--- src/hw/priv_pkg.sv ---
/* Types, CSR map and request opcodes shared by the privilege unit.
   Only M and U levels exist in hardware. S_MODE and RESERVED_MODE are
   kept so that the MPP legal-value check can name them. */
package priv_pkg;

  typedef logic [31:0] csr_reg_t;
  typedef logic [63:0] long_csr_t;
  typedef logic [11:0] csr_addr_t;

  typedef enum logic [1:0] {
    U_MODE        = 2'd0,
    S_MODE        = 2'd1,
    RESERVED_MODE = 2'd2,
    M_MODE        = 2'd3
  } priv_level_t;

  typedef enum logic [1:0] {
    DIRECT   = 2'd0,
    VECTORED = 2'd1
  } vector_modes_t;

  typedef enum logic [2:0] {
    OP_CSRRW = 3'd0,
    OP_CSRRS = 3'd1,
    OP_CSRRC = 3'd2,
    OP_TRAP  = 3'd3,
    OP_MRET  = 3'd4
  } csr_op_t;

  typedef struct packed {
    logic [9:0]  reserved_4;
    logic        tw;          // 21
    logic [2:0]  reserved_3;
    logic        mprv;        // 17
    logic [3:0]  reserved_2;
    priv_level_t mpp;         // 12:11
    logic [2:0]  reserved_1;
    logic        mpie;        // 7
    logic [2:0]  reserved_0;
    logic        mie;         // 3
    logic [2:0]  reserved_low;
  } mstatus_t;

  typedef struct packed {
    logic [29:0]   base;
    vector_modes_t mode;
  } mtvec_t;

  typedef struct packed {
    logic [19:0] reserved_2;
    logic        meie;
    logic [2:0]  reserved_1;
    logic        mtie;
    logic [2:0]  reserved_0;
    logic        msie;
    logic [2:0]  reserved_low;
  } mie_t;

  typedef struct packed {
    logic [19:0] reserved_2;
    logic        meip;
    logic [2:0]  reserved_1;
    logic        mtip;
    logic [2:0]  reserved_0;
    logic        msip;
    logic [2:0]  reserved_low;
  } mip_t;

  typedef struct packed {
    logic        interrupt;
    logic [30:0] cause;
  } mcause_t;

  typedef struct packed {
    logic [28:0] reserved;
    logic        ir;
    logic        tm;
    logic        cy;
  } mcounteren_t;

  typedef mcounteren_t mcountinhibit_t;

  // RV32, extensions I and U
  localparam csr_reg_t MISA_VALUE = 32'h4010_0100;

  localparam csr_addr_t MSTATUS_ADDR       = 12'h300;
  localparam csr_addr_t MISA_ADDR          = 12'h301;
  localparam csr_addr_t MIE_ADDR           = 12'h304;
  localparam csr_addr_t MTVEC_ADDR         = 12'h305;
  localparam csr_addr_t MCOUNTEREN_ADDR    = 12'h306;
  localparam csr_addr_t MCOUNTINHIBIT_ADDR = 12'h320;
  localparam csr_addr_t MSCRATCH_ADDR      = 12'h340;
  localparam csr_addr_t MEPC_ADDR          = 12'h341;
  localparam csr_addr_t MCAUSE_ADDR        = 12'h342;
  localparam csr_addr_t MTVAL_ADDR         = 12'h343;
  localparam csr_addr_t MIP_ADDR           = 12'h344;
  localparam csr_addr_t MCYCLE_ADDR        = 12'hB00;
  localparam csr_addr_t MINSTRET_ADDR      = 12'hB02;
  localparam csr_addr_t MCYCLEH_ADDR       = 12'hB80;
  localparam csr_addr_t MINSTRETH_ADDR     = 12'hB82;
  localparam csr_addr_t MVENDORID_ADDR     = 12'hF11;
  localparam csr_addr_t MHARTID_ADDR       = 12'hF14;

  localparam csr_addr_t PMA_BASE_ADDR      = 12'h7C0; // Custom bank, M-level

endpackage
--- src/hw/priv_top.sv ---
/* Machine-mode privilege unit. Core side is a four-phase req/ack handshake;
   operands must stay stable while req is high. */
`timescale 1ns/1ns

module priv_top #(
  parameter int HARTID      = 0,
  parameter int PMA_REGIONS = 4
) (
  input  logic                  CLK,
  input  logic                  nRST,
  input  logic                  req,
  input  priv_pkg::csr_op_t     op,
  input  priv_pkg::csr_addr_t   addr,
  input  priv_pkg::csr_reg_t    wdata,
  input  priv_pkg::csr_reg_t    epc,
  input  priv_pkg::csr_reg_t    cause,
  input  priv_pkg::csr_reg_t    tval,
  input  logic                  inst_ret,
  input  logic                  irq_timer,
  input  logic                  irq_ext,
  output logic                  ack,
  output priv_pkg::csr_reg_t    rdata,
  output logic                  invalid,
  output priv_pkg::priv_level_t priv,
  output logic                  irq_pending
);
  import priv_pkg::*;

  csr_addr_t   csr_addr, ext_addr;
  logic        csr_write, csr_set, csr_clear, valid_write;
  csr_reg_t    new_csr_val, old_csr_val;
  priv_level_t curr_priv;
  logic        inject_mstatus, inject_mepc, inject_mcause, inject_mtval, inject_mip;
  mstatus_t    next_mstatus, curr_mstatus;
  csr_reg_t    next_mepc, next_mtval, curr_mepc;
  mcause_t     next_mcause;
  mip_t        next_mip, curr_mip;
  mie_t        curr_mie;
  mtvec_t      curr_mtvec;
  logic        invalid_csr;
  csr_reg_t    ext_value_in, ext_value_out;
  logic        ext_active, ext_ack, ext_invalid;

  priv_ctrl ctrl0 (
    .CLK, .nRST, .req, .op, .addr, .wdata, .epc, .cause, .tval,
    .irq_timer, .irq_ext, .ack, .rdata, .invalid, .priv, .irq_pending,
    .csr_addr, .csr_write, .csr_set, .csr_clear, .new_csr_val, .curr_priv,
    .valid_write, .inject_mstatus, .inject_mepc, .inject_mcause, .inject_mtval,
    .inject_mip, .next_mstatus, .next_mepc, .next_mcause, .next_mtval, .next_mip,
    .old_csr_val, .invalid_csr, .curr_mstatus, .curr_mtvec, .curr_mepc,
    .curr_mie, .curr_mip
  );

  priv_csr #(.HARTID(HARTID)) csr0 (
    .CLK, .nRST, .csr_addr, .csr_write, .csr_set, .csr_clear, .new_csr_val,
    .curr_priv, .valid_write, .inject_mstatus, .inject_mepc, .inject_mcause,
    .inject_mtval, .inject_mip, .next_mstatus, .next_mepc, .next_mcause,
    .next_mtval, .next_mip, .inst_ret, .old_csr_val, .invalid_csr,
    .curr_mstatus, .curr_mtvec, .curr_mepc, .curr_mie, .curr_mip,
    .ext_addr, .ext_value_in, .ext_active, .ext_ack, .ext_value_out, .ext_invalid
  );

  priv_pma_regs #(.PMA_REGIONS(PMA_REGIONS)) pma0 (
    .CLK, .nRST, .ext_addr, .ext_value_in, .ext_active,
    .ext_ack, .ext_value_out, .ext_invalid
  );

endmodule

--- src/hw/priv_ctrl.sv ---
/* Request sequencer for the privilege unit. One request at a time over a
   four-phase req/ack handshake; all effects commit on the edge where ack
   rises. Trap and MRET state is built here and injected into the CSR file. */
`timescale 1ns/1ns

module priv_ctrl (
  input  logic                  CLK,
  input  logic                  nRST,
  input  logic                  req,
  input  priv_pkg::csr_op_t     op,
  input  priv_pkg::csr_addr_t   addr,
  input  priv_pkg::csr_reg_t    wdata,
  input  priv_pkg::csr_reg_t    epc,
  input  priv_pkg::csr_reg_t    cause,
  input  priv_pkg::csr_reg_t    tval,
  input  logic                  irq_timer,
  input  logic                  irq_ext,
  output logic                  ack,
  output priv_pkg::csr_reg_t    rdata,
  output logic                  invalid,
  output priv_pkg::priv_level_t priv,
  output logic                  irq_pending,
  output priv_pkg::csr_addr_t   csr_addr,
  output logic                  csr_write,
  output logic                  csr_set,
  output logic                  csr_clear,
  output priv_pkg::csr_reg_t    new_csr_val,
  output priv_pkg::priv_level_t curr_priv,
  output logic                  valid_write,
  output logic                  inject_mstatus,
  output logic                  inject_mepc,
  output logic                  inject_mcause,
  output logic                  inject_mtval,
  output logic                  inject_mip,
  output priv_pkg::mstatus_t    next_mstatus,
  output priv_pkg::csr_reg_t    next_mepc,
  output priv_pkg::mcause_t     next_mcause,
  output priv_pkg::csr_reg_t    next_mtval,
  output priv_pkg::mip_t        next_mip,
  input  priv_pkg::csr_reg_t    old_csr_val,
  input  logic                  invalid_csr,
  input  priv_pkg::mstatus_t    curr_mstatus,
  input  priv_pkg::mtvec_t      curr_mtvec,
  input  priv_pkg::csr_reg_t    curr_mepc,
  input  priv_pkg::mie_t        curr_mie,
  input  priv_pkg::mip_t        curr_mip
);
  import priv_pkg::*;

  typedef enum logic [1:0] {IDLE, ACK, WAIT_LOW} state_t;

  state_t   state;
  logic     start, is_csr, trap_go, mret_go;
  csr_reg_t base_addr, handler, result;

  assign start   = (state == IDLE) & req;  // Single cycle per request
  assign is_csr  = op inside {OP_CSRRW, OP_CSRRS, OP_CSRRC};
  assign trap_go = start & (op == OP_TRAP);
  assign mret_go = start & (op == OP_MRET);

  // Set/clear with zero data is a plain read and skips the privilege check
  assign valid_write = start & is_csr;
  assign csr_write   = valid_write & (op == OP_CSRRW);
  assign csr_set     = valid_write & (op == OP_CSRRS) & (|wdata);
  assign csr_clear   = valid_write & (op == OP_CSRRC) & (|wdata);
  assign csr_addr    = addr;
  assign new_csr_val = wdata;
  assign curr_priv   = priv;

  assign inject_mstatus = trap_go | mret_go;
  assign inject_mepc    = trap_go;
  assign inject_mcause  = trap_go;
  assign inject_mtval   = trap_go;
  assign next_mepc      = epc;
  assign next_mcause    = cause;
  assign next_mtval     = tval;

  always_comb begin
    next_mstatus = curr_mstatus;
    if (op == OP_MRET) begin
      next_mstatus.mie  = curr_mstatus.mpie;
      next_mstatus.mpie = 1'b1;
      next_mstatus.mpp  = U_MODE;
    end else begin
      next_mstatus.mpie = curr_mstatus.mie;
      next_mstatus.mie  = 1'b0;
      next_mstatus.mpp  = priv;
    end
  end

  // Handler address, cause[31] marks an interrupt
  assign base_addr = {curr_mtvec.base, 2'b00};
  assign handler   = (curr_mtvec.mode == VECTORED && cause[31]) ?
                     base_addr + {cause[29:0], 2'b00} : base_addr;

  always_comb begin
    case (op)
      OP_TRAP: result = handler;
      OP_MRET: result = curr_mepc;
      default: result = old_csr_val;
    endcase
  end

  // External interrupt lines follow the pins every cycle
  assign inject_mip = (curr_mip.mtip != irq_timer) | (curr_mip.meip != irq_ext);
  always_comb begin
    next_mip      = curr_mip;
    next_mip.mtip = irq_timer;
    next_mip.meip = irq_ext;
  end

  assign irq_pending = curr_mstatus.mie & (|(curr_mie & curr_mip));

  always_ff @(posedge CLK, negedge nRST) begin
    if (!nRST) begin
      state <= IDLE;
      ack   <= 1'b0;
      priv  <= M_MODE;
    end else begin
      case (state)
        IDLE: if (req) begin
          state <= ACK;
          ack   <= 1'b1;
          if (trap_go)
            priv <= M_MODE;
          else if (mret_go)
            priv <= curr_mstatus.mpp;
        end
        ACK: if (!req) begin
          state <= WAIT_LOW;
          ack   <= 1'b0;
        end
        default: state <= IDLE;  // One guard cycle after ack falls
      endcase
    end
  end

  // Response payload, valid only while ack is high
  always_ff @(posedge CLK) begin
    if (start) begin
      rdata   <= result;
      invalid <= is_csr & invalid_csr;
    end
  end

endmodule

--- src/hw/priv_pma_regs.sv ---
/* PMA configuration bank at PMA_BASE_ADDR + i. Bit 31 of each entry is a
   lock: once set, writes to that entry are dropped and flagged invalid.
   The attributes are stored only, nothing checks memory against them. */
`timescale 1ns/1ns

module priv_pma_regs #(
  parameter int PMA_REGIONS = 4
) (
  input  logic                CLK,
  input  logic                nRST,
  input  priv_pkg::csr_addr_t ext_addr,
  input  priv_pkg::csr_reg_t  ext_value_in,
  input  logic                ext_active,
  output logic                ext_ack,
  output priv_pkg::csr_reg_t  ext_value_out,
  output logic                ext_invalid
);
  import priv_pkg::*;

  localparam int IDX_W = (PMA_REGIONS > 1) ? $clog2(PMA_REGIONS) : 1;

  csr_reg_t   pma_cfg [PMA_REGIONS];
  csr_addr_t  offset;
  logic [IDX_W-1:0] idx;
  logic       locked;

  assign offset = ext_addr - PMA_BASE_ADDR;
  assign idx    = offset[IDX_W-1:0];
  assign ext_ack = (ext_addr >= PMA_BASE_ADDR) && (offset < csr_addr_t'(PMA_REGIONS));
  assign locked  = ext_ack & pma_cfg[idx][31];

  assign ext_value_out = ext_ack ? pma_cfg[idx] : '0;
  assign ext_invalid   = ext_active & locked;

  // Every entry starts zero and unlocked
  always_ff @(posedge CLK, negedge nRST) begin
    if (!nRST) begin
      for (int i = 0; i < PMA_REGIONS; i++)
        pma_cfg[i] <= '0;
    end else if (ext_active && ext_ack && !locked) begin
      pma_cfg[idx] <= ext_value_in;
    end
  end

endmodule

--- src/hw/priv_csr.sv ---
/* Machine CSR file. Reads are combinational, writes commit on the next edge.
   Injected trap state wins over a software write on the same edge.
   mcycle/minstret are read-only here; mtip/meip only change by injection.
   Addresses not decoded here are forwarded to the PMA bank. */
`timescale 1ns/1ns

module priv_csr #(
  parameter int HARTID = 0
) (
  input  logic                  CLK,
  input  logic                  nRST,
  input  priv_pkg::csr_addr_t   csr_addr,
  input  logic                  csr_write,
  input  logic                  csr_set,
  input  logic                  csr_clear,
  input  priv_pkg::csr_reg_t    new_csr_val,
  input  priv_pkg::priv_level_t curr_priv,
  input  logic                  valid_write,
  input  logic                  inject_mstatus,
  input  logic                  inject_mepc,
  input  logic                  inject_mcause,
  input  logic                  inject_mtval,
  input  logic                  inject_mip,
  input  priv_pkg::mstatus_t    next_mstatus,
  input  priv_pkg::csr_reg_t    next_mepc,
  input  priv_pkg::mcause_t     next_mcause,
  input  priv_pkg::csr_reg_t    next_mtval,
  input  priv_pkg::mip_t        next_mip,
  input  logic                  inst_ret,
  output priv_pkg::csr_reg_t    old_csr_val,
  output logic                  invalid_csr,
  output priv_pkg::mstatus_t    curr_mstatus,
  output priv_pkg::mtvec_t      curr_mtvec,
  output priv_pkg::csr_reg_t    curr_mepc,
  output priv_pkg::mie_t        curr_mie,
  output priv_pkg::mip_t        curr_mip,
  output priv_pkg::csr_addr_t   ext_addr,
  output priv_pkg::csr_reg_t    ext_value_in,
  output logic                  ext_active,
  input  logic                  ext_ack,
  input  priv_pkg::csr_reg_t    ext_value_out,
  input  logic                  ext_invalid
);
  import priv_pkg::*;

  mstatus_t       mstatus, mstatus_next;
  mtvec_t         mtvec, mtvec_next;
  mie_t           mie, mie_next;
  mip_t           mip, mip_next;
  csr_reg_t       mscratch, mscratch_next;
  csr_reg_t       mepc, mepc_next;
  mcause_t        mcause, mcause_next;
  csr_reg_t       mtval, mtval_next;
  mcounteren_t    mcounteren, mcounteren_next;
  mcountinhibit_t mcountinhibit, mcountinhibit_next;
  long_csr_t      cycles_full, instret_full;

  csr_reg_t    nxt_csr_val;
  priv_level_t mpp_w;
  logic        wr_any;
  logic        priv_fail;  // Write above current level
  logic        addr_known;
  logic        commit;

  assign wr_any    = csr_write | csr_set | csr_clear;
  assign priv_fail = wr_any & (csr_addr[9:8] > curr_priv);
  assign commit    = valid_write & wr_any & ~priv_fail;

  assign nxt_csr_val = csr_set   ? (old_csr_val | new_csr_val) :
                       csr_clear ? (old_csr_val & ~new_csr_val) :
                       new_csr_val;
  assign mpp_w = priv_level_t'(nxt_csr_val[12:11]);

  // Broadcast to the PMA bank
  assign ext_addr     = csr_addr;
  assign ext_value_in = nxt_csr_val;
  assign ext_active   = commit;

  assign invalid_csr = priv_fail | ~addr_known | ext_invalid;

  always_ff @(posedge CLK, negedge nRST) begin
    if (!nRST) begin
      mstatus       <= '0;  // mpp = U, mie = 0
      mtvec         <= '0;
      mie           <= '0;
      mip           <= '0;
      mscratch      <= '0;
      mepc          <= '0;
      mcause        <= '0;
      mtval         <= '0;
      mcounteren    <= '1;
      mcountinhibit <= '0;
      cycles_full   <= '0;
      instret_full  <= '0;
    end else begin
      mstatus       <= mstatus_next;
      mtvec         <= mtvec_next;
      mie           <= mie_next;
      mip           <= mip_next;
      mscratch      <= mscratch_next;
      mepc          <= mepc_next;
      mcause        <= mcause_next;
      mtval         <= mtval_next;
      mcounteren    <= mcounteren_next;
      mcountinhibit <= mcountinhibit_next;
      if (mcounteren.cy & ~mcountinhibit.cy)
        cycles_full <= cycles_full + 64'd1;
      if (mcounteren.ir & ~mcountinhibit.ir)
        instret_full <= instret_full + 64'(inst_ret);
    end
  end

  // Software writes with legal-value rules, then injection
  always_comb begin
    mstatus_next       = mstatus;
    mtvec_next         = mtvec;
    mie_next           = mie;
    mip_next           = mip;
    mscratch_next      = mscratch;
    mepc_next          = mepc;
    mcause_next        = mcause;
    mtval_next         = mtval;
    mcounteren_next    = mcounteren;
    mcountinhibit_next = mcountinhibit;

    if (commit) begin
      case (csr_addr)
        MSTATUS_ADDR: begin
          mstatus_next.mie  = nxt_csr_val[3];
          mstatus_next.mpie = nxt_csr_val[7];
          mstatus_next.mprv = nxt_csr_val[17];
          mstatus_next.tw   = nxt_csr_val[21];
          // S and reserved levels do not exist, fall back to U
          if (mpp_w == S_MODE || mpp_w == RESERVED_MODE)
            mstatus_next.mpp = U_MODE;
          else
            mstatus_next.mpp = mpp_w;
        end
        MTVEC_ADDR: begin
          mtvec_next.base = nxt_csr_val[31:2];
          if (nxt_csr_val[1:0] > 2'b01)
            mtvec_next.mode = DIRECT;
          else
            mtvec_next.mode = vector_modes_t'(nxt_csr_val[1:0]);
        end
        MIE_ADDR: begin
          mie_next.msie = nxt_csr_val[3];
          mie_next.mtie = nxt_csr_val[7];
          mie_next.meie = nxt_csr_val[11];
        end
        MIP_ADDR:           mip_next.msip = nxt_csr_val[3];  // Software interrupt only
        MSCRATCH_ADDR:      mscratch_next = nxt_csr_val;
        MEPC_ADDR:          mepc_next = nxt_csr_val;
        MCAUSE_ADDR:        mcause_next = nxt_csr_val;
        MTVAL_ADDR:         mtval_next = nxt_csr_val;
        MCOUNTEREN_ADDR:    mcounteren_next = nxt_csr_val;
        MCOUNTINHIBIT_ADDR: mcountinhibit_next = nxt_csr_val;
        default: ;
      endcase
    end

    if (inject_mstatus)
      mstatus_next = next_mstatus;
    if (inject_mepc)
      mepc_next = next_mepc;
    if (inject_mcause)
      mcause_next = next_mcause;
    if (inject_mtval)
      mtval_next = next_mtval;
    if (inject_mip) begin
      mip_next.mtip = next_mip.mtip;
      mip_next.meip = next_mip.meip;
    end
  end

  // Read mux, PMA bank answers for anything not decoded here
  always_comb begin
    old_csr_val = '0;
    addr_known  = 1'b1;
    case (csr_addr)
      MVENDORID_ADDR:     old_csr_val = '0;
      MHARTID_ADDR:       old_csr_val = csr_reg_t'(HARTID);
      MISA_ADDR:          old_csr_val = MISA_VALUE;
      MSTATUS_ADDR:       old_csr_val = mstatus;
      MTVEC_ADDR:         old_csr_val = mtvec;
      MIE_ADDR:           old_csr_val = mie;
      MIP_ADDR:           old_csr_val = mip;
      MSCRATCH_ADDR:      old_csr_val = mscratch;
      MEPC_ADDR:          old_csr_val = mepc;
      MCAUSE_ADDR:        old_csr_val = mcause;
      MTVAL_ADDR:         old_csr_val = mtval;
      MCOUNTEREN_ADDR:    old_csr_val = mcounteren;
      MCOUNTINHIBIT_ADDR: old_csr_val = mcountinhibit;
      MCYCLE_ADDR:        old_csr_val = cycles_full[31:0];
      MCYCLEH_ADDR:       old_csr_val = cycles_full[63:32];
      MINSTRET_ADDR:      old_csr_val = instret_full[31:0];
      MINSTRETH_ADDR:     old_csr_val = instret_full[63:32];
      default: begin
        old_csr_val = ext_value_out;
        addr_known  = ext_ack;
      end
    endcase
  end

  assign curr_mstatus = mstatus;
  assign curr_mtvec   = mtvec;
  assign curr_mepc    = mepc;
  assign curr_mie     = mie;
  assign curr_mip     = mip;

endmodule

--- config.mk ---
export PLATFORM = sky130hd
export DESIGN_NAME = priv_top
export DESIGN_NICKNAME = d
export VERILOG_FILES = /design/src/hw/priv_pkg.sv /design/src/hw/priv_top.sv /design/src/hw/priv_ctrl.sv /design/src/hw/priv_pma_regs.sv /design/src/hw/priv_csr.sv
export SDC_FILE = /design/constraint.sdc
export NUM_CORES = 1
export LEC_CHECK = 0
export BUFFER_PORTS_ARGS = -buffer_cell sky130_fd_sc_hd__buf_4
export CAP_MARGIN = 15
export CORE_ASPECT_RATIO = 0.9
export CORE_MARGIN = 2
export CORE_UTILIZATION = 35
export DETAILED_ROUTE_END_ITERATION = 6
export GPL_TIMING_DRIVEN = 0
export PLACE_DENSITY_LB_ADDON = 0.08
export SLEW_MARGIN = 40
export SYNTH_ARGS = -nofsm -noshare
export SYNTH_HDL_FRONTEND = slang
export SYNTH_HIERARCHICAL = 1
export SYNTH_SLANG_ARGS = --single-unit
--- constraint.sdc ---
create_clock -name CLK -period 10.5 [get_ports CLK]
set_clock_uncertainty 0.1 [all_clocks]
set_input_delay 0.525 -clock CLK [delete_from_list [all_inputs] [get_ports CLK]]
set_output_delay 0.525 -clock CLK [all_outputs]
set_load 0.005 [all_outputs]
### Word-level counts from Yosys, hierarchy flattened

Index checks and enable logic that the tools add are counted.
W data, S select, Z words.

| word-level totals | value |
|---|---|
| flip-flop bits (word level) | 530 |
| input port bits | 149 |
| output and inout port bits | 37 |
| logic and storage cells | 188 |

| cells by class | value |
|---|---|
| add/sub/neg operators | 4 |
| $lt $le $gt $ge | 6 |
| eq/ne operators | 29 |
| mux-type cells | 42 |
| bitwise logic cells | 34 |
| reduce and logical (&&, ||, !) cells | 36 |

Operator list:

| cell | count |
|---|---|
| $mux W32 | 16 |
| $pmux W32 S16 | 1 |
| $eq A12 B10 Y1 const B | 11 |
| $bwmux W128 | 1 |
| $eq A12 B12 Y1 const B | 6 |
| $add A64 B1 Y64 | 1 |
| $add A64 B1 Y64 const B | 1 |
| $bmux W32 S2 | 1 |
| $demux W32 S2 | 1 |
| $pmux W32 S2 | 1 |
| $reduce_or A32 Y1 | 2 |
| $add A32 B32 Y32 | 1 |
| $and A32 B32 Y32 | 1 |
| $not A32 Y32 | 1 |
| $or A32 B32 Y32 | 1 |
| $reduce_and A2 Y1 | 11 |
| $and A1 B1 Y1 | 18 |
| $mux W2 | 9 |
| $reduce_or A17 Y1 | 1 |
| $reduce_bool A2 Y1 | 8 |
| $mux W13 | 1 |
| $and A12 B12 Y12 | 1 |
| $ge A12 B11 Y1 const B | 1 |
| $lt A12 B3 Y1 const B | 1 |
| 26 further kinds | 54 |

### Longest topological paths before layout

Gate-level depths: netlist (run 1).

| logic depth | value |
|---|---|
| depth in word-level cells | 16 |
| gate-level depth with buffers | 17 |
| gate-level depth less buffers | 13 |

### By module

Netlist (run 1), hierarchy kept.

By module, submodules not included:

| module | instances | cells each | area an instance (um^2) | sequential area each (um^2) |
|---|---|---|---|---|
| priv_csr | 1 | 2155 | 22089.9 | 9799.4 |
| priv_pma_regs | 1 | 365 | 6100.9 | 3203.1 |
| priv_ctrl | 1 | 610 | 5147.4 | 1118.6 |

### Worst setup path after synthesis (run 1)

No wires, ideal clock.

| timing path | value |
|---|---|
| kind | input -> register |
| start point | in req |
| end point | reg pma0/pma_cfg[100] in the netlist's numbering |
| setup time | 0.125 ns |
| data arrival time | 4.400 ns |
| data required time | 10.275 ns |
| path slack | 5.875 ns |
| stages | 14 |
| path buffers | 4 |
| cell sequence | nor2b_1 > nand2b_1 > inv_1 > nand2_1 > nor4b_1 > or3_1 > and3_1 > clkbuf_1 > clkbuf_1 > buf_6 > or4b_4 > nor4_4 > buf_6 > mux2_4 |

| between the ends | value |
|---|---|
| longest elaborated chain between the ends | 11 |
| elaborated cells on any way between the ends | 18 |
| those cells by class | mux: 3; bitwise: 13; reduce/logical: 2 |

Ends and longest elaborated chain:

| item | RTL line | text |
|---|---|---|
| from (decl) | priv_top.sv:11 | `input logic req,` |
| $and A1 B1 Y1 (*) | priv_ctrl.sv:56 | `assign start = (state == IDLE) & req;` |
| named net ctrl0.start | priv_ctrl.sv:53 | `logic start, is_csr, trap_go, mret_go;` |
| $and A1 B1 Y1 (*) | priv_ctrl.sv:62 | `assign valid_write = start & is_csr;` |
| $and A1 B1 Y1 (*) (2 in series) | priv_ctrl.sv:64 | `assign csr_set = valid_write & (op == OP_CSRRS) & (\|wdata);` |
| named net csr_set | priv_top.sv:30 | `logic csr_write, csr_set, csr_clear, valid_write;` |
| $or A1 B1 Y1 (*) (2 in series) | priv_csr.sv:65 | `assign wr_any = csr_write \| csr_set \| csr_clear;` |
| $and A1 B1 Y1 | priv_csr.sv:66 | `assign priv_fail = wr_any & (csr_addr[9:8] > curr_priv);` |
| $not A1 Y1 | priv_csr.sv:67 | `assign commit = valid_write & wr_any & ~priv_fail;` |
| $and A1 B1 Y1 (*) | priv_csr.sv:67 |  |
| named net ext_active | priv_top.sv:42 | `logic ext_active, ext_ack, ext_invalid;` |
| $logic_and A1 B1 Y1 (*) (2 in series) | priv_pma_regs.sv:40 | `end else if (ext_active && ext_ack && !locked) begin` |
| to (signal, indexed assignment) | priv_pma_regs.sv:41 | `pma_cfg[idx] <= ext_value_in;` |
| to (decl) | priv_pma_regs.sv:22 | `csr_reg_t pma_cfg [PMA_REGIONS];` |

Mark *: on every way through the listed nets, which the timed path passes. The rest lies on a longest branch.
A chain may end at the register's enable or synchronous reset.

### Worst setup path in the final report (run 1)

| timing path | value |
|---|---|
| start point | in req |
| end point | reg pma0/pma_cfg[116] in the netlist's numbering |

| between the ends | value |
|---|---|
| elaborated cells on any way between the ends | 18 |
| those cells by class | mux: 3; bitwise: 13; reduce/logical: 2 |

RTL lines:

| item | RTL line | text |
|---|---|---|
| $and A1 B1 Y1 (*) | priv_ctrl.sv:56 |  |
| named net ctrl0.start | priv_ctrl.sv:53 |  |
| $and A1 B1 Y1 (*) | priv_ctrl.sv:62 |  |
| $and A1 B1 Y1 (*) (2 in series) | priv_ctrl.sv:65 | `assign csr_clear = valid_write & (op == OP_CSRRC) & (\|wdata);` |
| named net csr_clear | priv_top.sv:30 |  |
| $or A1 B1 Y1 (*) | priv_csr.sv:65 |  |
| $and A1 B1 Y1 | priv_csr.sv:66 |  |
| $not A1 Y1 | priv_csr.sv:67 |  |
| $and A1 B1 Y1 (*) | priv_csr.sv:67 |  |
| named net ext_active | priv_top.sv:42 |  |
| $logic_and A1 B1 Y1 (*) (2 in series) | priv_pma_regs.sv:40 |  |

Marks and branches as above.

==> metrics.md, run 1 <==
| Metric | Value |
|---|---|
| Count of buffering cells on the critical path with inverters included | 9 |
| First element of the critical path | req |
| Core ar. | 94300 sq um |
| Worst setup path endpoint | pma0/pma_cfg[116]$_DFFE_PN0P_ |
| Share of post-route cells with drive strength above 1 | 30.2% |
| Final standard cell area without fillers | around 39000 sq um |
| Clock-pin transition on the worst setup and hold timing paths | 0.06 ns |
| Global-route usage over all layers | between 30% and 40% |
| Run status | finished, violations left |
| Detailed placement HPWL | 124000 um |
| CTS Hold Buffers Added | 3 |
| Cell Rows | 107 |
| Count of clock tree sinks | roughly 560 |
| Worst R2R Setup Slack | between 4 and 5 ns |
| DRC | 1 |
| Weighted congestion at the end of routability-driven global placement | between 0.9 and 1 |
| Die width | 328 um |
| Synthesis Warnings | 6 |
| Library cell used as clock root buffer | clkbuf_16 |
| Failing checks | DRC |
| Largest fanout on the critical path | 35 |
| Endpoint kind of the worst setup timing path | register |
| Layout overhead on the synthesized area | 17.1% |
| Slowest cell on the critical path | nor4_4 |
| 1st-iter DRT viols | roughly 3400 |
| Hold Fails Final Rpt | 0 |
| Final slew viol count | 0 |
| Static leakage power | 0.0172 uW |
| Boundary Pins | 186 |
| Worst path required time | about 11 ns |
| Largest voltage drop on the vdd net | just over 0.1 mV |
| FMAX | 175 MHz |
| Buffers inserted by post-CTS timing repair | 0 |
| Number of fill cells in the layout | 9325 |
| Gates resized, CTS repair | 0 |
| CTS tree | done |
| Register Area | 14100 sq um |
| Via count of the routed design | 27900 |
| ANT nets after route | 0 |
| Kind of launch point of the worst setup path | input port |
| Multi-input logic area | 16600 sq um |
| Via/cell ratio | slightly below 6 |
| CTS H-Tree Depth | 3 |
| Cell area power density | 143 nW/um^2 |
| Kind of cell with the highest combined delay on the critical path | buffers and inverters |
| Crit path cell chain | dlygate4sd3_1 > buf_4 > nor2b_1 > nand2b_1 > inv_4 > buf_16 > nand2_1 > nor4b_1 > clkbuf_1 > or3_1 > and3_1 > clkbuf_1 > clkbuf_2 > buf_6 > or4b_4 > nor4_4 > buf_6 > mux2_4 |
| Cell area after synthesis | 33100 sq um |
| Unrepaired setup endpoints after global routing | false |
| Classification of the worst-slack hold path | input port to register |
| Fraction of the cycle the final worst path needs | 54.4% |
| Net count, final | 3557 |
| Crit-path max cell delay | 0.63 ns |
| Sum of routed wire length over all layers | 157000 um |
| Worst Path Arrival | slightly above 6 ns |
| Die outline area | 97100 sq um |
| Height of the chip | 296 um |
| Clock insertion delay at the later pin of the skew report | 0.64 ns |
| Maximum buffer depth of the clock tree | 3 |
| Mean routed wirelength per cell | 33.6 um |
| Mean Syn Cell Area | 10.7 sq um |
| Count of input and output buffers | 108 |
| Length of the first detailed-routing pass in iterations | 7 |
| Inserted Clock Buffers | 70 |
| Syn Inst Count | 3100 |
| Number of logic stages on the critical path including buffering | 18 |
| Global-route wire length before repair | 215000 um |
| Maximum number of pins on one net before global-route repair | 78 |
| Via count of the first global-routing pass | 27000 |
| Crit path time final | 5.71 ns |
| Worst setup path category | input port to register |
| Most common cell after layout, fill and taps aside | dfrtp_1 |
| Setup TNS | 0 ns |
| Initial cell density of the core | between 30% and 40% |
| Max-slew headroom | 34.0% |
| Number of maximum-capacitance constraint violations | 0 |
| Setup violations, final | 0 |
| Remaining global-route overflow | 0 |
| Worst Tran Pin Value | approximately 0.99 ns |
| Worst reg2reg endpoint | pma0/pma_cfg[116]$_DFFE_PN0P_ |
| Start of the worst register-to-register path | ctrl0/state[1]$_DFFE_PN0P_ |
| Depth of the most critical reg-to-reg path | 16 |
| Initial antenna violation count | 3 |
| Most frequent cells in the layout | 489 x dfrtp_1, 364 x buf_4, 235 x mux2_2 |
| Placement-stage cell area | roughly 36000 sq um |
==> registers in the layout (all words and copies together) (netlist names), 32 cells and up <==
register	flops
csr0/curr_mepc	32
csr0/curr_mstatus	32
csr0/curr_mtvec	32
csr0/cycles_full	64
csr0/instret_full	64
csr0/mcause	32
csr0/mcounteren	32
csr0/mcountinhibit	32
csr0/mscratch	32
csr0/mtval	32
ctrl0/rdata	32
pma0/pma_cfg	128
==> per-layer routing <==
layer / global-route usage (%) / wire (um) / vias to the layer above
li1: - / - / 11700
met1: 47.6 / 72700 / 14600
met2: 46.1 / 65700 / 1359
met3: 5.19 / 12500 / 226
met4: 11.2 / 6080 / 4
met5: 0.741 / 108 / -
==> cell type report <==
cell class / instances / share of cell area, %
Multi-Input combinational cell: 2119 / 42.8
Sequential cell: 556 / 36.4
Buffer: 436 / 7.18
Clock buffer: 103 / 5.33
Tap cell: 1253 / 4.04
Timing Repair Buffer: 144 / 3.22
Clock inverter: 22 / 0.587
Inverter: 46 / 0.452
Antenna cell: 1 / 0.00645
==> worst min path at each step <==
stage	start	slack [ns]	cells past startpoint	endpoint
floorplan	nRST	0.13	0	csr0/curr_mepc[0]$_DFFE_PN0P_
global placement	ctrl0/state[1]$_DFFE_PN0P_	0.32	1	ctrl0/state[1]$_DFFE_PN0P_
detailed placement	ctrl0/state[1]$_DFFE_PN0P_	0.34	1	ctrl0/state[1]$_DFFE_PN0P_
CTS	tval[10]	0.003	2	csr0/mtval[10]$_DFFE_PN0P_
global route	tval[13]	0.008	2	csr0/mtval[13]$_DFFE_PN0P_
finish	tval[6]	0.03	2	csr0/mtval[6]$_DFFE_PN0P_
==> stage by stage <==
stage	util (%)	std cells	power, uW	hold slack, ns	setup slack, ns
2_1_floorplan	-	3157	2730	0.129	5.88
3_3_place_gp	37.9	4518	3060	0.323	2.89
3_5_place_dp	38.6	4549	3090	0.338	4.75
4_1_cts	41.1	4677	5580	0.00273	4.83
5_1_grt	41.1	4679	5720	0.00809	4.68
6_report	41.1	4680	5540	0.0342	4.79
==> report_power, final <==
| group | internal, uW | total [uW] | switching, uW |
|---|---|---|---|
| sequential | 2270 | 2400 | 129 |
| clock | 1440 | 2460 | 1020 |
| combinational | 282 | 675 | 393 |
Power figures use the tool's default switching activity.
==> run 2, diff against run 1 <==
clock period = 5.4 ns   (was 10.5 ns; I/O delays follow)
==> metrics.md, run 2 (same netlist as run 1, synthesis figures left out) <==
| Metric | Value |
|---|---|
| Clock insertion delay at the later pin of the skew report | 0.64 ns (about the same) |
| Max-slew headroom | 35.4% (+1.4 points) |
| Worst path required time | 5.81 ns (-5.10 ns) |
| Worst reg2reg endpoint | pma0/pma_cfg[116]$_DFFE_PN0P_ |
| 1st-iter DRT viols | 3365 (+0.15%) |
| Global-route wire length before repair | 217000 um (+0.73%) |
| Initial cell density of the core | 35.1% (unchanged) |
| Core occupancy in the finished layout | 42.2% (+1.1 points) |
| Portion of total power attributed to the clock network | 44.2% (-0.3 points) |
| Detailed placement HPWL | 124000 um (unchanged) |
| Slowest cell on the critical path | buf_2 |
| CTS H-Tree Depth | 3 (unchanged) |
| Grt met1 use | 47.8% (+0.23 points) |
| First element of the critical path | ctrl0/state[1]$_DFFE_PN0P_ |
| Internal cell power | 7820 uW (+96%) |
| Share of post-route cells with drive strength above 1 | 29.3% (-0.84 points) |
| Remaining global-route overflow | 0 (unchanged) |
| Post-route setup slack | 0.133 ns (-4.65 ns) |
| Register with the most flip-flops | pma0/pma_cfg |
| Setup violations, final | 0 (unchanged) |
| Classification of the worst-slack hold path | input port to register |
| Worst setup path category | register to register |
| Inserted Clock Buffers | 70 (unchanged) |
| Worst setup path endpoint | pma0/pma_cfg[116]$_DFFE_PN0P_ |
| Multi-input logic area | 16600 sq um (unchanged) |
| Registers with the highest flip-flop counts | pma0/pma_cfg (128), csr0/cycles_full (64), csr0/instret_full (64) |
| Die width | 328 um (unchanged) |
| Number of fill cells in the layout | 9224 (-1.1%) |
| Top Usage Layer GRT | met1 |
| Library cell used as clock root buffer | clkbuf_16 |
| FMAX | 190 MHz |
| Unrepaired setup endpoints after global routing | false |
| Depth of the most critical reg-to-reg path | 17 (+1) |
| Static leakage power | 0.0176 uW (+2.5%) |
| Run status | finished, violations left |
| Maximum buffer depth of the clock tree | 3 (unchanged) |
| Boundary Pins | 186 (unchanged) |
| Final std cells w/o fill | 4785 (+2.2%) |
| Fraction of the cycle the final worst path needs | 97.5% |
| Worst Tran Pin Value | 0.969 ns (-0.0184 ns) |
| Via count of the routed design | 28200 (+1.0%) |
| Flip-flop count of the largest register after layout | 128 (unchanged) |
| Crit path cell chain | nor2b_1 > nand2b_1 > inv_4 > buf_16 > nand2_1 > nor4b_1 > clkbuf_1 > or3_1 > and3_1 > clkbuf_1 > buf_2 > buf_6 > or4b_4 > nor4_4 > buf_12 > buf_6 > mux2_4 |
| Final slew viol count | 0 (unchanged) |
| Minimum hold slack | 0.0481 ns (+0.0140 ns) |
| Via count of the first global-routing pass | 27400 (+1.5%) |
| Largest voltage drop on the vdd net | 0.199 mV (+96%) |
| Count of clock tree sinks | 556 (unchanged) |
| Worst R2R Setup Slack | 0.13 ns (-4.84 ns) |
| Height of the chip | 296 um (unchanged) |
| Met3 Use GR | 4.82% (-0.37 points) |
| Weighted congestion at the end of routability-driven global placement | 0.964 (unchanged) |
| Cell area power density | 272 nW/um^2 (+91%) |
| Number of maximum-capacitance constraint violations | 0 (unchanged) |
| Global-route usage over all layers | 32.0% (+0.18 points) |
| Most common cell after layout, fill and taps aside | dfrtp_1 |
| Maximum number of pins on one net before global-route repair | 78 (unchanged) |
| Layout overhead on the synthesized area | 20.2% |
| ANT nets after route | 0 (unchanged) |
| Switch Pwr | 3010 uW (+95%) |
| Initial antenna violation count | 2 (-1) |
| Mean routed wirelength per cell | 32.9 um (-1.8%) |
| Sum of routed wire length over all layers | 158000 um (+0.36%) |
| Register Area | 14100 sq um (unchanged) |
| Via/cell ratio | 5.89 (-1.2%) |
| Most frequent cells in the layout | 489 x dfrtp_1, 364 x buf_4, 235 x mux2_2 |
| Count of input and output buffers | 108 (unchanged) |
| GR met2 Demand/Resource | 46.6% (+0.47 points) |
| Total instance count after detailed placement | 4549 (unchanged) |
| Failing checks | DRC |
| Start of the worst register-to-register path | ctrl0/state[1]$_DFFE_PN0P_ |
| CTS tree | done |
| DRC | 2 (+1) |
| Core ar. | 94300 sq um (unchanged) |
| Endpoint kind of the worst setup timing path | register |
| Hold Fails Final Rpt | 0 (unchanged) |
| Net count, final | 3658 (+2.8%) |
| Proportion of power drawn by combinational gates | 12.7% (+0.5 points) |
| Crit path time final | 5.27 ns |
| Worst slack at placement | -0.0912 ns (-4.85 ns) |
| Clock-pin transition on the worst setup and hold timing paths | 0.06 ns (about the same) |
| Kind of launch point of the worst setup path | register |
| Die outline area | 97100 sq um (unchanged) |
| Net switching share of the total power | 27.8% (-0.035 points) |
| Crit-path max cell delay | 0.54 ns (-0.09 ns) |
| Share of power burned in registers | 43.1% (-0.2 points) |
| Length of the first detailed-routing pass in iterations | 7 (unchanged) |
| Cell Rows | 107 (unchanged) |
| Largest fanout on the critical path | 35 (unchanged) |
| Worst Path Arrival | 5.68 ns (-0.45 ns) |
## run 2: changes by cell type in the layout (fill, tap and decap cells not counted), sizes merged
| cell | before | now |
|---|---|---|
| diode | 1 | 5 |
| dlygate4sd3 | 3 | 103 |
| clkbuf | 218 | 217 |
| buf | 462 | 464 |
## run 2: layer usage
| metal | vias to the layer above | routed length [um] | share of wire [%] |
|---|---|---|---|
| li1 | 11900 | - | - |
| met1 | 14700 | 73200 | 46 |
| met2 | 1361 | 65900 | 42 |
| met3 | 233 | 11800 | 7.5 |
| met4 | 4 | 6380 | 4.0 |
| met5 | - | 212 | 0.13 |
## run 2: metrics by stage
stage / setup TNS, ns / cell area, sq um / total power [uW]
2_1_floorplan: 0 / 33300 / 5300
3_3_place_gp: -1269.09 / 35700 / 5950
3_5_place_dp: -1.85 / 36400 / 6010
4_1_cts: 0 / 39800 / 10900
5_1_grt: 0 / 39800 / 11200
6_report: 0 / 39800 / 10800
## run 2: layout make-up
type	instances	share of cell area, %
plain buffers	436	6.99
multi-input cells	2119	41.7
clock buffers	103	5.20
inverters	46	0.440
repair buffers	245	5.70
flip-flops and latches	556	35.5
clock inverters	22	0.572
diodes	5	0.0314
well taps	1253	3.94
## run 2: worst min path at each step
stage | start | to | cells after the start
6_report | wdata[11] | csr0/curr_mepc[11]$_DFFE_PN0P_ | 4
3_5_place_dp | nRST | csr0/curr_mstatus[9]$_DFFE_PN0P_ | 1
2_1_floorplan | nRST | csr0/curr_mepc[0]$_DFFE_PN0P_ | 0
3_3_place_gp | ctrl0/state[1]$_DFFE_PN0P_ | ctrl0/state[1]$_DFFE_PN0P_ | 1
4_1_cts | op[0] | ctrl0/invalid$_DFFE_PP_ | 3
5_1_grt | op[0] | ctrl0/invalid$_DFFE_PP_ | 3
## run 2: worst max-delay path: cells and delay by family, from the launching register on
| kind | cells | cell delay (ns) |
|---|---|---|
| flip-flops | 1 | 0.38 |
| multiplexers | 1 | 0.32 |
| AND/OR/NAND/NOR | 8 | 1.92 |
| buffers and inverters | 8 | 2.37 |
## run 2: power groups by stage
stage	sequential, uW	clock, uW	combinational, uW
2_1_floorplan	4570	0	728
3_3_place_gp	4730	0	1220
3_5_place_dp	4730	0	1280
4_1_cts	4660	4890	1350
5_1_grt	4670	5050	1460
6_report	4670	4790	1370
## run 2: repair_timing
action	CTS	global route
setup buffers	1	0
endpoints found under the setup margin	30	11
pin swaps	1	0
hold buffers	103	0
resized for setup	1	1
hold endpoints to repair	245	0
